`src/source/muldiv_cfg.svh`:
```
`ifndef MULDIV_CFG_SVH
`define MULDIV_CFG_SVH

// operand and result width
`define MULDIV_XLEN 32

// iteration counter, wide enough for XLEN divide steps
`define MULDIV_CNT_W 5

// funct3 bit that splits multiply from divide
`define MULDIV_OP_DIV_BIT 2

`endif

```
`src/source/muldiv_pkg.sv`:
```
`include "muldiv_cfg.svh"

package muldiv_pkg;

  // ==================================================
  // opcode views, values match RV32M funct3
  // ==================================================

  typedef enum logic [1:0] {
    MUL_LO  = 2'b00,
    MUL_HSS = 2'b01,
    MUL_HSU = 2'b10,
    MUL_HUU = 2'b11
  } mul_kind_e;

  typedef struct packed {
    logic      group;
    mul_kind_e kind;
  } mul_view_t;

  // rem selects remainder, uns selects unsigned
  typedef struct packed {
    logic group;
    logic rem;
    logic uns;
  } div_view_t;

  typedef union packed {
    mul_view_t mul;
    div_view_t div;
  } m_op_u;

  // ==================================================
  // request, response and divider steering
  // ==================================================

  typedef struct packed {
    m_op_u                   op;
    logic [`MULDIV_XLEN-1:0] a;
    logic [`MULDIV_XLEN-1:0] b;
  } muldiv_req_t;

  typedef struct packed {
    logic [`MULDIV_XLEN-1:0] result;
  } muldiv_resp_t;

  typedef struct packed {
    logic start;
    logic step;
    logic finish;
  } div_ctrl_t;

endpackage

```
`src/source/div_datapath.sv`:
```
`timescale 1ns/1ps
`include "muldiv_cfg.svh"

module div_datapath (
  input  logic                     clk,
  input  logic                     reset_i,
  input  muldiv_pkg::muldiv_req_t  req_i,
  input  muldiv_pkg::div_ctrl_t    ctrl_i,
  output logic                     special_o,
  output logic [`MULDIV_XLEN-1:0]  result_o
);

  localparam int XLEN = `MULDIV_XLEN;

  muldiv_pkg::div_view_t dv;
  logic                  a_neg;
  logic                  b_neg;
  logic                  div_zero;
  logic                  div_ovf;
  logic [XLEN-1:0]       mag_a;
  logic [XLEN-1:0]       mag_b;
  logic [XLEN-1:0]       special_res;
  logic [XLEN-1:0]       quo_q;
  logic [XLEN-1:0]       rem_q;
  logic [XLEN-1:0]       dsr_q;
  logic [XLEN-1:0]       res_q;
  logic                  q_neg_q;
  logic                  r_neg_q;
  logic                  want_rem_q;
  logic                  special_q;
  logic [XLEN:0]         shifted;
  logic [XLEN+1:0]       trial;
  logic [XLEN-1:0]       quo_fix;
  logic [XLEN-1:0]       rem_fix;

  // ==================================================
  // operand decode through the divide view
  // ==================================================

  assign dv    = req_i.op.div;
  assign a_neg = ~dv.uns & req_i.a[XLEN-1];
  assign b_neg = ~dv.uns & req_i.b[XLEN-1];
  assign mag_a = a_neg ? -req_i.a : req_i.a;
  assign mag_b = b_neg ? -req_i.b : req_i.b;

  // most negative over minus one overflows
  assign div_zero = (req_i.b == '0);
  assign div_ovf  = ~dv.uns & (req_i.a == {1'b1, {(XLEN-1){1'b0}}}) & (&req_i.b);

  always_comb begin
    if (div_zero) begin
      special_res = dv.rem ? req_i.a : '1;
    end else begin
      special_res = dv.rem ? '0 : req_i.a;
    end
  end

  // ==================================================
  // restoring step
  // ==================================================

  // next dividend bit enters the partial remainder
  assign shifted = {rem_q, quo_q[XLEN-1]};
  assign trial   = {1'b0, shifted} - {2'b00, dsr_q};

  assign quo_fix = q_neg_q ? -quo_q : quo_q;
  assign rem_fix = r_neg_q ? -rem_q : rem_q;

  always_ff @(posedge clk) begin
    if (reset_i) begin
      special_q <= 1'b0;
    end else if (ctrl_i.start) begin
      special_q <= div_zero | div_ovf;
    end
  end

  always_ff @(posedge clk) begin
    if (ctrl_i.start) begin
      quo_q      <= mag_a;
      rem_q      <= '0;
      dsr_q      <= mag_b;
      q_neg_q    <= a_neg ^ b_neg;
      r_neg_q    <= a_neg;
      want_rem_q <= dv.rem;
      res_q      <= special_res;
    end else if (ctrl_i.step) begin
      if (!trial[XLEN+1]) begin
        rem_q <= trial[XLEN-1:0];
        quo_q <= {quo_q[XLEN-2:0], 1'b1};
      end else begin
        rem_q <= shifted[XLEN-1:0];
        quo_q <= {quo_q[XLEN-2:0], 1'b0};
      end
    end else if (ctrl_i.finish) begin
      // remainder takes the dividend sign
      res_q <= want_rem_q ? rem_fix : quo_fix;
    end
  end

  assign special_o = special_q;
  assign result_o  = res_q;

endmodule

```
`src/source/iter_counter.sv`:
```
`timescale 1ns/1ps
`include "muldiv_cfg.svh"

module iter_counter (
  input  logic clk,
  input  logic reset_i,
  input  logic load_i,
  input  logic en_i,
  output logic last_o
);

  logic [`MULDIV_CNT_W-1:0] cnt_q;

  // one count per divide step, zero marks the final one
  always_ff @(posedge clk) begin
    if (reset_i) begin
      cnt_q <= '0;
    end else if (load_i) begin
      cnt_q <= `MULDIV_CNT_W'(`MULDIV_XLEN - 1);
    end else if (en_i && cnt_q != '0) begin
      cnt_q <= cnt_q - 1'b1;
    end
  end

  assign last_o = (cnt_q == '0);

endmodule

```
`src/source/mul_unit.sv`:
```
`timescale 1ns/1ps
`include "muldiv_cfg.svh"

module mul_unit (
  input  logic                     clk,
  input  logic                     reset_i,
  input  logic                     load_i,
  input  muldiv_pkg::muldiv_req_t  req_i,
  output logic [`MULDIV_XLEN-1:0]  result_o
);

  localparam int XLEN = `MULDIV_XLEN;

  muldiv_pkg::mul_kind_e   kind;
  logic                    a_sx;
  logic                    b_sx;
  logic signed [XLEN:0]    op_a;
  logic signed [XLEN:0]    op_b;
  logic signed [2*XLEN+1:0] prod;
  logic [XLEN-1:0]         result_q;

  assign kind = req_i.op.mul.kind;

  // a is signed for MULH and MULHSU, b only for MULH
  assign a_sx = ((kind == muldiv_pkg::MUL_HSS) | (kind == muldiv_pkg::MUL_HSU)) &
                req_i.a[XLEN-1];
  assign b_sx = (kind == muldiv_pkg::MUL_HSS) & req_i.b[XLEN-1];

  assign op_a = {a_sx, req_i.a};
  assign op_b = {b_sx, req_i.b};
  assign prod = op_a * op_b;

  always_ff @(posedge clk) begin
    if (reset_i) begin
      result_q <= '0;
    end else if (load_i) begin
      if (kind == muldiv_pkg::MUL_LO) begin
        result_q <= prod[XLEN-1:0];
      end else begin
        result_q <= prod[2*XLEN-1:XLEN];
      end
    end
  end

  assign result_o = result_q;

endmodule

```
`src/source/muldiv_ctrl.sv`:
```
`timescale 1ns/1ps
`include "muldiv_cfg.svh"

module muldiv_ctrl (
  input  logic                    clk,
  input  logic                    reset_i,
  input  logic                    req_valid_i,
  input  muldiv_pkg::muldiv_req_t req_i,
  input  logic                    special_i,
  input  logic                    last_i,
  output logic                    req_ready_o,
  output muldiv_pkg::div_ctrl_t   div_ctrl_o,
  output logic                    cnt_load_o,
  output logic                    cnt_en_o,
  output logic                    resp_valid_o,
  output logic                    is_div_o
);

  typedef enum logic [2:0] {
    ST_IDLE,
    ST_MUL_DONE,
    ST_DIV_CHECK,
    ST_DIV_ITER,
    ST_DIV_FINISH,
    ST_DONE
  } state_e;

  state_e state_q;
  state_e state_d;
  logic   accept;
  logic   req_is_div;

  assign accept     = req_valid_i & req_ready_o;
  assign req_is_div = req_i.op[`MULDIV_OP_DIV_BIT];

  always_ff @(posedge clk) begin
    if (reset_i) begin
      state_q  <= ST_IDLE;
      is_div_o <= 1'b0;
    end else begin
      state_q <= state_d;
      if (accept) begin
        is_div_o <= req_is_div;
      end
    end
  end

  // ==================================================
  // next state
  // ==================================================

  always_comb begin
    state_d = state_q;
    case (state_q)
      ST_IDLE: begin
        if (accept) begin
          state_d = req_is_div ? ST_DIV_CHECK : ST_MUL_DONE;
        end
      end
      ST_MUL_DONE:   state_d = ST_IDLE;
      // special cases skip the iteration
      ST_DIV_CHECK: begin
        if (special_i) begin
          state_d = ST_DONE;
        end else begin
          state_d = ST_DIV_ITER;
        end
      end
      ST_DIV_ITER: begin
        if (last_i) begin
          state_d = ST_DIV_FINISH;
        end
      end
      ST_DIV_FINISH: state_d = ST_DONE;
      ST_DONE:       state_d = ST_IDLE;
      default:       state_d = ST_IDLE;
    endcase
  end

  // divider captures operands on the acceptance edge
  assign div_ctrl_o.start  = accept & req_is_div;
  assign div_ctrl_o.step   = ((state_q == ST_DIV_CHECK) & ~special_i) |
                             (state_q == ST_DIV_ITER);
  assign div_ctrl_o.finish = (state_q == ST_DIV_FINISH);
  assign req_ready_o       = (state_q == ST_IDLE);
  assign resp_valid_o      = (state_q == ST_MUL_DONE) | (state_q == ST_DONE);
  assign cnt_load_o        = div_ctrl_o.start;
  assign cnt_en_o          = div_ctrl_o.step;

endmodule

```
`src/source/muldiv_top.sv`:
```
`timescale 1ns/1ps
`include "muldiv_cfg.svh"

module muldiv_top (
  input  logic                      clk,
  input  logic                      reset_i,
  input  logic                      req_valid_i,
  output logic                      req_ready_o,
  input  muldiv_pkg::muldiv_req_t   req_i,
  output logic                      resp_valid_o,
  output muldiv_pkg::muldiv_resp_t  resp_o
);

  logic                    accept;
  logic                    special;
  logic                    last;
  logic                    cnt_load;
  logic                    cnt_en;
  logic                    is_div;
  muldiv_pkg::div_ctrl_t   div_ctrl;
  logic [`MULDIV_XLEN-1:0] div_result;
  logic [`MULDIV_XLEN-1:0] mul_result;

  // multiplier samples operands on the acceptance edge
  assign accept = req_valid_i & req_ready_o;

  muldiv_ctrl u_ctrl (
    .clk          (clk),
    .reset_i      (reset_i),
    .req_valid_i  (req_valid_i),
    .req_i        (req_i),
    .special_i    (special),
    .last_i       (last),
    .req_ready_o  (req_ready_o),
    .div_ctrl_o   (div_ctrl),
    .cnt_load_o   (cnt_load),
    .cnt_en_o     (cnt_en),
    .resp_valid_o (resp_valid_o),
    .is_div_o     (is_div)
  );

  iter_counter u_counter (
    .clk     (clk),
    .reset_i (reset_i),
    .load_i  (cnt_load),
    .en_i    (cnt_en),
    .last_o  (last)
  );

  div_datapath u_div (
    .clk       (clk),
    .reset_i   (reset_i),
    .req_i     (req_i),
    .ctrl_i    (div_ctrl),
    .special_o (special),
    .result_o  (div_result)
  );

  mul_unit u_mul (
    .clk      (clk),
    .reset_i  (reset_i),
    .load_i   (accept),
    .req_i    (req_i),
    .result_o (mul_result)
  );

  // group bit of the accepted request picks the result
  assign resp_o.result = is_div ? div_result : mul_result;

endmodule
```
`config.mk`:
```
export PLATFORM = sky130hd
export DESIGN_NAME = muldiv_top
export DESIGN_NICKNAME = d
export VERILOG_FILES = /design/src/source/muldiv_pkg.sv /design/src/source/div_datapath.sv /design/src/source/iter_counter.sv /design/src/source/mul_unit.sv /design/src/source/muldiv_ctrl.sv /design/src/source/muldiv_top.sv
export VERILOG_INCLUDE_DIRS = /design/src /design/src/source
export SDC_FILE = /design/constraint.sdc
export NUM_CORES = 2
export LEC_CHECK = 0
export BUFFER_PORTS_ARGS = -buffer_cell sky130_fd_sc_hd__buf_4
export CAP_MARGIN = 10
export CORE_MARGIN = 2
export CORE_UTILIZATION = 55
export DETAILED_ROUTE_END_ITERATION = 7
export GPL_TIMING_DRIVEN = 0
export PLACE_DENSITY = 0.71
export SYNTH_ARGS = -nofsm -noshare
export SYNTH_HDL_FRONTEND = slang
export SYNTH_HIERARCHICAL = 1
export SYNTH_SLANG_ARGS = --single-unit
```
`constraint.sdc`:
```
create_clock -name clk -period 20.3 [get_ports clk]
set_input_delay 3.045 -clock clk [delete_from_list [all_inputs] [get_ports clk]]
set_output_delay 3.045 -clock clk [all_outputs]
set_load 0.005 [all_outputs]
```
* After elaboration in Yosys (flattened, before gate mapping)
Index checks and enable logic that the tools add are counted.
** Cells by class
- Multiply operators :: 1
- Eq/ne operators :: 11
- Multiplexer cells :: 24
- Bitwise operators :: 16
- Reduce and logical (&&, ||, !) cells :: 12
- $add $sub $neg :: 6
** Operators by type and width (number)
- $mux 32 :: 16
- $neg 32->32 :: 4
- $mul 33x33->64 :: 1
- $sub 33x32->34 :: 1
- $eq 32x32->1 const B :: 1
- $logic_not 32->1 :: 1
- $reduce_and 32->1 :: 1
- $pmux 3 s4 :: 1
- $mux 5 :: 2
- $and 1x1->1 :: 9
- $mux 3 :: 3
- $eq 3x2->1 const B :: 2
- $eq 3x3->1 const B :: 2
- $ne 2x2->1 const B :: 3
- $reduce_bool 2->1 :: 3
- $logic_not 5->1 :: 1
- $reduce_bool 5->1 :: 1
- $sub 5x1->5 const B :: 1
- $or 1x1->1 :: 4
- $reduce_and 2->1 :: 2
- $eq 3x1->1 const B :: 1
- $logic_not 3->1 :: 1
- $eq 2x1->1 const B :: 1
- $eq 2x2->1 const B :: 1
- other kinds (6) :: 7
** Word-level totals
- Input bits :: 70
- Output and inout port bits :: 34
- Register bits :: 173
- Word-level logic and storage cells :: 82

* Depth between registers and ports, before layout
- Word-level depth :: 6
- Mapped depth :: 32

* Hierarchy
Netlist, hierarchy kept.
** By module, submodules not included
- mul_unit :: area an instance 39376.5 µm², times used 1, seq. area each 640.6 µm², cells an instance 4421
- div_datapath :: area an instance 10166.0 µm², times used 1, seq. area each 3633.5 µm², cells an instance 1178
- muldiv_top :: area an instance 550.5 µm², times used 1, seq. area each 0.0 µm², cells an instance 37
- iter_counter :: area an instance 265.3 µm², times used 1, seq. area each 100.1 µm², cells an instance 27
- muldiv_ctrl :: area an instance 230.2 µm², times used 1, seq. area each 80.1 µm², cells an instance 27

* Worst setup path after synthesis
No wires, ideal clock.
- Path type :: input to register
- Start :: input port req_i[64] (netlist bit)
- End :: register u_mul.result_q[29], in the netlist u_mul/result_o[29]
- Data arrival time :: 10932 ps
- Path slack :: 9288 ps
- Buffers on the path :: 2
- Cell stages on the path :: 30
- Setup time :: 80 ps
- Cell sequence :: inv_1 > ha_1 > and2_0 > clkbuf_1 > nand2_1 > inv_1 > fa_1 > inv_1 > fa_1 > inv_1 > fa_1 > inv_1 > fa_1 > fa_1 > fa_1 > fa_1 > fa_1 > inv_1 > ha_1 > clkbuf_1 > a21o_1 > a21o_1 > a21oi_1 > o21bai_1 > a21o_1 > a21o_1 > a21o_1 > a21oi_1 > o221ai_1 > nor3b_1
** Between the ends
- Cells in the longest elaborated chain, start to end :: 5
- Elaborated cells on any way between the ends :: 8
- Classes of those cells :: 1 x mul; 2 x eq/ne; 1 x mux; 3 x bitwise; 1 x reduce/logical
** RTL lines
- start, declared :: line muldiv_top.sv:9 : input muldiv_pkg::muldiv_req_t req_i,
- $eq 2x1->1 or $eq 2x2->1 (tied branches) :: line mul_unit.sv:25, mul_unit.sv:27
- $or 1x1->1 :: line mul_unit.sv:25 : assign a_sx = ((kind == muldiv_pkg::MUL_HSS) | (kind == muldiv_pkg::MUL_HSU)) &
- $and 1x1->1 :: line mul_unit.sv:25
- $mul 33x33->64 :: line mul_unit.sv:31 : assign prod = op_a * op_b;
- $mux 32 * :: line mul_unit.sv:37 : if (kind == muldiv_pkg::MUL_LO) begin
- end signal, assigned :: line mul_unit.sv:38 : result_q <= prod[XLEN-1:0];
- end signal, assigned :: line mul_unit.sv:40 : result_q <= prod[2*XLEN-1:XLEN];
- end, declared :: line mul_unit.sv:20 : logic [XLEN-1:0] result_q;
Every way passes the cells marked *; elsewhere a longest branch is shown, timed or not.
A chain may end at the register's enable or synchronous reset.

* Worst setup path after layout
Ends and elaborated chain as after synthesis.

==> results.tsv <==
metric	value	unit
status	finished, violations left	
violations	design-rule violations	
core	0.0914	sq mm
period_needed	13.31	ns
ys_top_cells_by_area	fa_1 45%, inv_1 9.4%, nand2_1 6.8%	
worst_slack	6.99	ns
clock_sinks	173	
syn-cell-area	0.0506	sq mm
dp_cells	6982	
antenna_found_initial	15	
avgViaCountPerCell	6.07	
drt_pass1_iterations	8	
yosys_warnings	6	
yosysTopAreaCell	fa_1	
synth_top_family_by_area	adder cells	
relSlewSlack	3.22	%
dieWidth	307	um
drt_wl_total	199000	um
cp.arrival	13.67	ns
end_kind	flip-flop	
fin_cells	7028	
via_count	42700	
cts_tree	built	
hpwl	161000	um
grt_pass1_wl	287000	um
final_nets	7264	
fin_crit_sh	65.5	%
clkTransAtPathRegs	0.07	ns
place_congestion	1.05	
grt_pass1_vias	43000	
hold_viol_final	0	
ios	104	
fmax	75.2	MHz
finalSetupTns	0	ns
h-tree-depth	4	
drt-initial-drc-count	5442	
critPathRequiredTime	20.67	ns
muxShareOfSynthArea	1.62	%
crit_type	in -> reg	
fillers	8328	
numCtsBuffers	17	
netlist_instances	5690	
synth_top_area_share	44.6	%
synth_compound_area_share	7.67	%
wl_per_cell	28.3	um
cp-start-kind	input pin	
cts_resized	0	
syn_avg_cell_area	8.89	sq um
grt_max_degree	37	
ys_ff_latch	173	
finClkSkew	0.0166	ns
worst_pin_slew	1.45	ns
hp-class	reg -> reg	
synthToLayoutAreaGrowth	5.88	%
ant_nets	0	
hold_ws	0.492	ns
root_buffer	clkbuf_16	
die_h	307	um
pre_cts_ws	6.75	ns
synth_xor_area_share	3.64	%
maxSlewViolCount	0	
synth_edf_count	99	
dieArea	0.0944	sq mm
ys_seq_area_share	8.80	%
post-cts-setup-buffers	0	
cts_buffer_depth	2	
crit_path_max_incr_delay	1.02	ns
grt_overflow_total	0	
insertion_delay	0.45	ns
synthArstFlopShare	0	%
setup_viol	0	
numPortBuffers	103	
reg2reg_slack	16.07	ns
holdBufCountCts	0	
maxCapViolations	0	
synth_fa_ha_area_share	51.2	%
synth-main-ff-cell	edfxtp_1	
drive_gt1_share	4.31	%
grt_usage	42.8	%
synth_nets	7138	
synthSimpleGateAreaFrac	15.2	%
initial_core_util	55.4	%
cp_max_fo	10	
cp_slowest_cell	fa_1	
rsz0062_at_grt	false	
yosysUniqueCellTypes	104	
rows	111	
drcViolationCount	2	
-- stage by stage --
| stage | utilization [%] | cell area (sq um) |
|---|---|---|
| detailed placement | 57.9 | 52900 |
| global route | 58.6 | 53500 |
| floorplan | - | 50600 |
| finish | 58.6 | 53600 |
| global placement | 57.8 | 52800 |
| CTS | 58.5 | 53500 |
-- cell usage in the layout (no fill, tap or decap), types with 10 or more instances in the layout --
cell,instances
fa_1,1126
nand2_1,917
a21o_1,27
mux2_4,30
maj3_1,21
a211oi_1,43
inv_1,1273
o22ai_1,10
clkbuf_16,17
o31ai_1,34
o21ai_0,129
o21a_1,11
nor2_1,225
xor2_1,91
nand3_1,38
a21oi_1,176
ha_1,252
nor2b_1,14
or3_1,23
buf_4,105
o211ai_1,17
nand2b_1,18
nand4_1,26
dfxtp_1,74
a31oi_1,12
mux2i_1,31
or2_2,19
diode_2,13
o41ai_1,10
and3_1,30
clkbuf_1,278
edfxtp_1,99
nor3_1,36
xnor2_1,119
and2_1,277
o21bai_1,17
-- cell usage after synthesis, types with 43 or more instances --
cell / count
inv_1: 1273
fa_1: 1126
nand2_1: 917
and2_1: 277
clkbuf_1: 273
ha_1: 252
nor2_1: 225
a21oi_1: 176
o21ai_0: 129
xnor2_1: 119
edfxtp_1: 99
xor2_1: 91
dfxtp_1: 74
a211oi_1: 43
-- cell type report --
| cell class | count | area, sq um | area share, % |
|---|---|---|---|
| Sequential cell | 173 | 4450 | 8.32 |
| Timing Repair Buffer | 107 | 871 | 1.63 |
| Clock inverter | 8 | 106 | 0.199 |
| Tap cell | 1186 | 1480 | 2.77 |
| Inverter | 1274 | 4780 | 8.93 |
| Multi-Input combinational cell | 3949 | 40200 | 75.0 |
| Antenna cell | 13 | 32.5 | 0.0607 |
| Clock buffer | 24 | 472 | 0.881 |
| Buffer | 294 | 1180 | 2.21 |
-- critical path, delay by kind of cell --
kind	cells	cell delay, ns
adder cells (fa/ha/maj)	10	5.55
AND/OR/NAND/NOR	3	1.05
AO/OA/AOI/OAI	9	1.62
buffers and inverters	11	2.35
-- worst paths after layout --
| path | start | cells after the start | to |
|---|---|---|---|
| worst max-delay path | req_i[64] | 33 | u_mul/result_o[29] |
| worst min-delay path | u_mul/result_o[13] | 2 | u_mul/result_o[13] |
| worst max register to register | u_ctrl/state_q[0] | 9 | u_div/result_o[13] |
| worst min register to register | u_mul/result_o[13] | 2 | u_mul/result_o[13] |
-- sequential cells by signal (all words and copies together), names as in the netlist, 3 cells and up --
name / flops
u_mul/result_o: 32
u_div/rem_q: 32
u_div/result_o: 32
u_div/quo_q: 32
u_div/dsr_q: 32
u_ctrl/state_q: 3
u_counter/cnt_q: 5
-- layer usage --
layer | up-vias | global-route usage [%] | part of all wire (%)
met5 | - | 0 | 0.025
met4 | 6 | 24.9 | 7.1
met3 | 615 | 13.0 | 14
met2 | 2977 | 62.7 | 43
met1 | 21600 | 56.2 | 37
li1 | 17500 | - | -
-- cell families (layout without fill, tap and decap cells) --
family                   after synthesis  count (layout)
flip-flops                           173             173
buffers and inverters               1568            1707
adder cells (fa/ha/maj)             1400            1400
multiplexers                          66              66
XOR/XNOR                             210             210
AO/OA/AOI/OAI                        591             591
other                                  0              13
AND/OR/NAND/NOR                     1682            1682
Power is left out: the tool's default activity adds up to more than one toggle a clock period on the data nets, which glitch-free logic cannot reach.
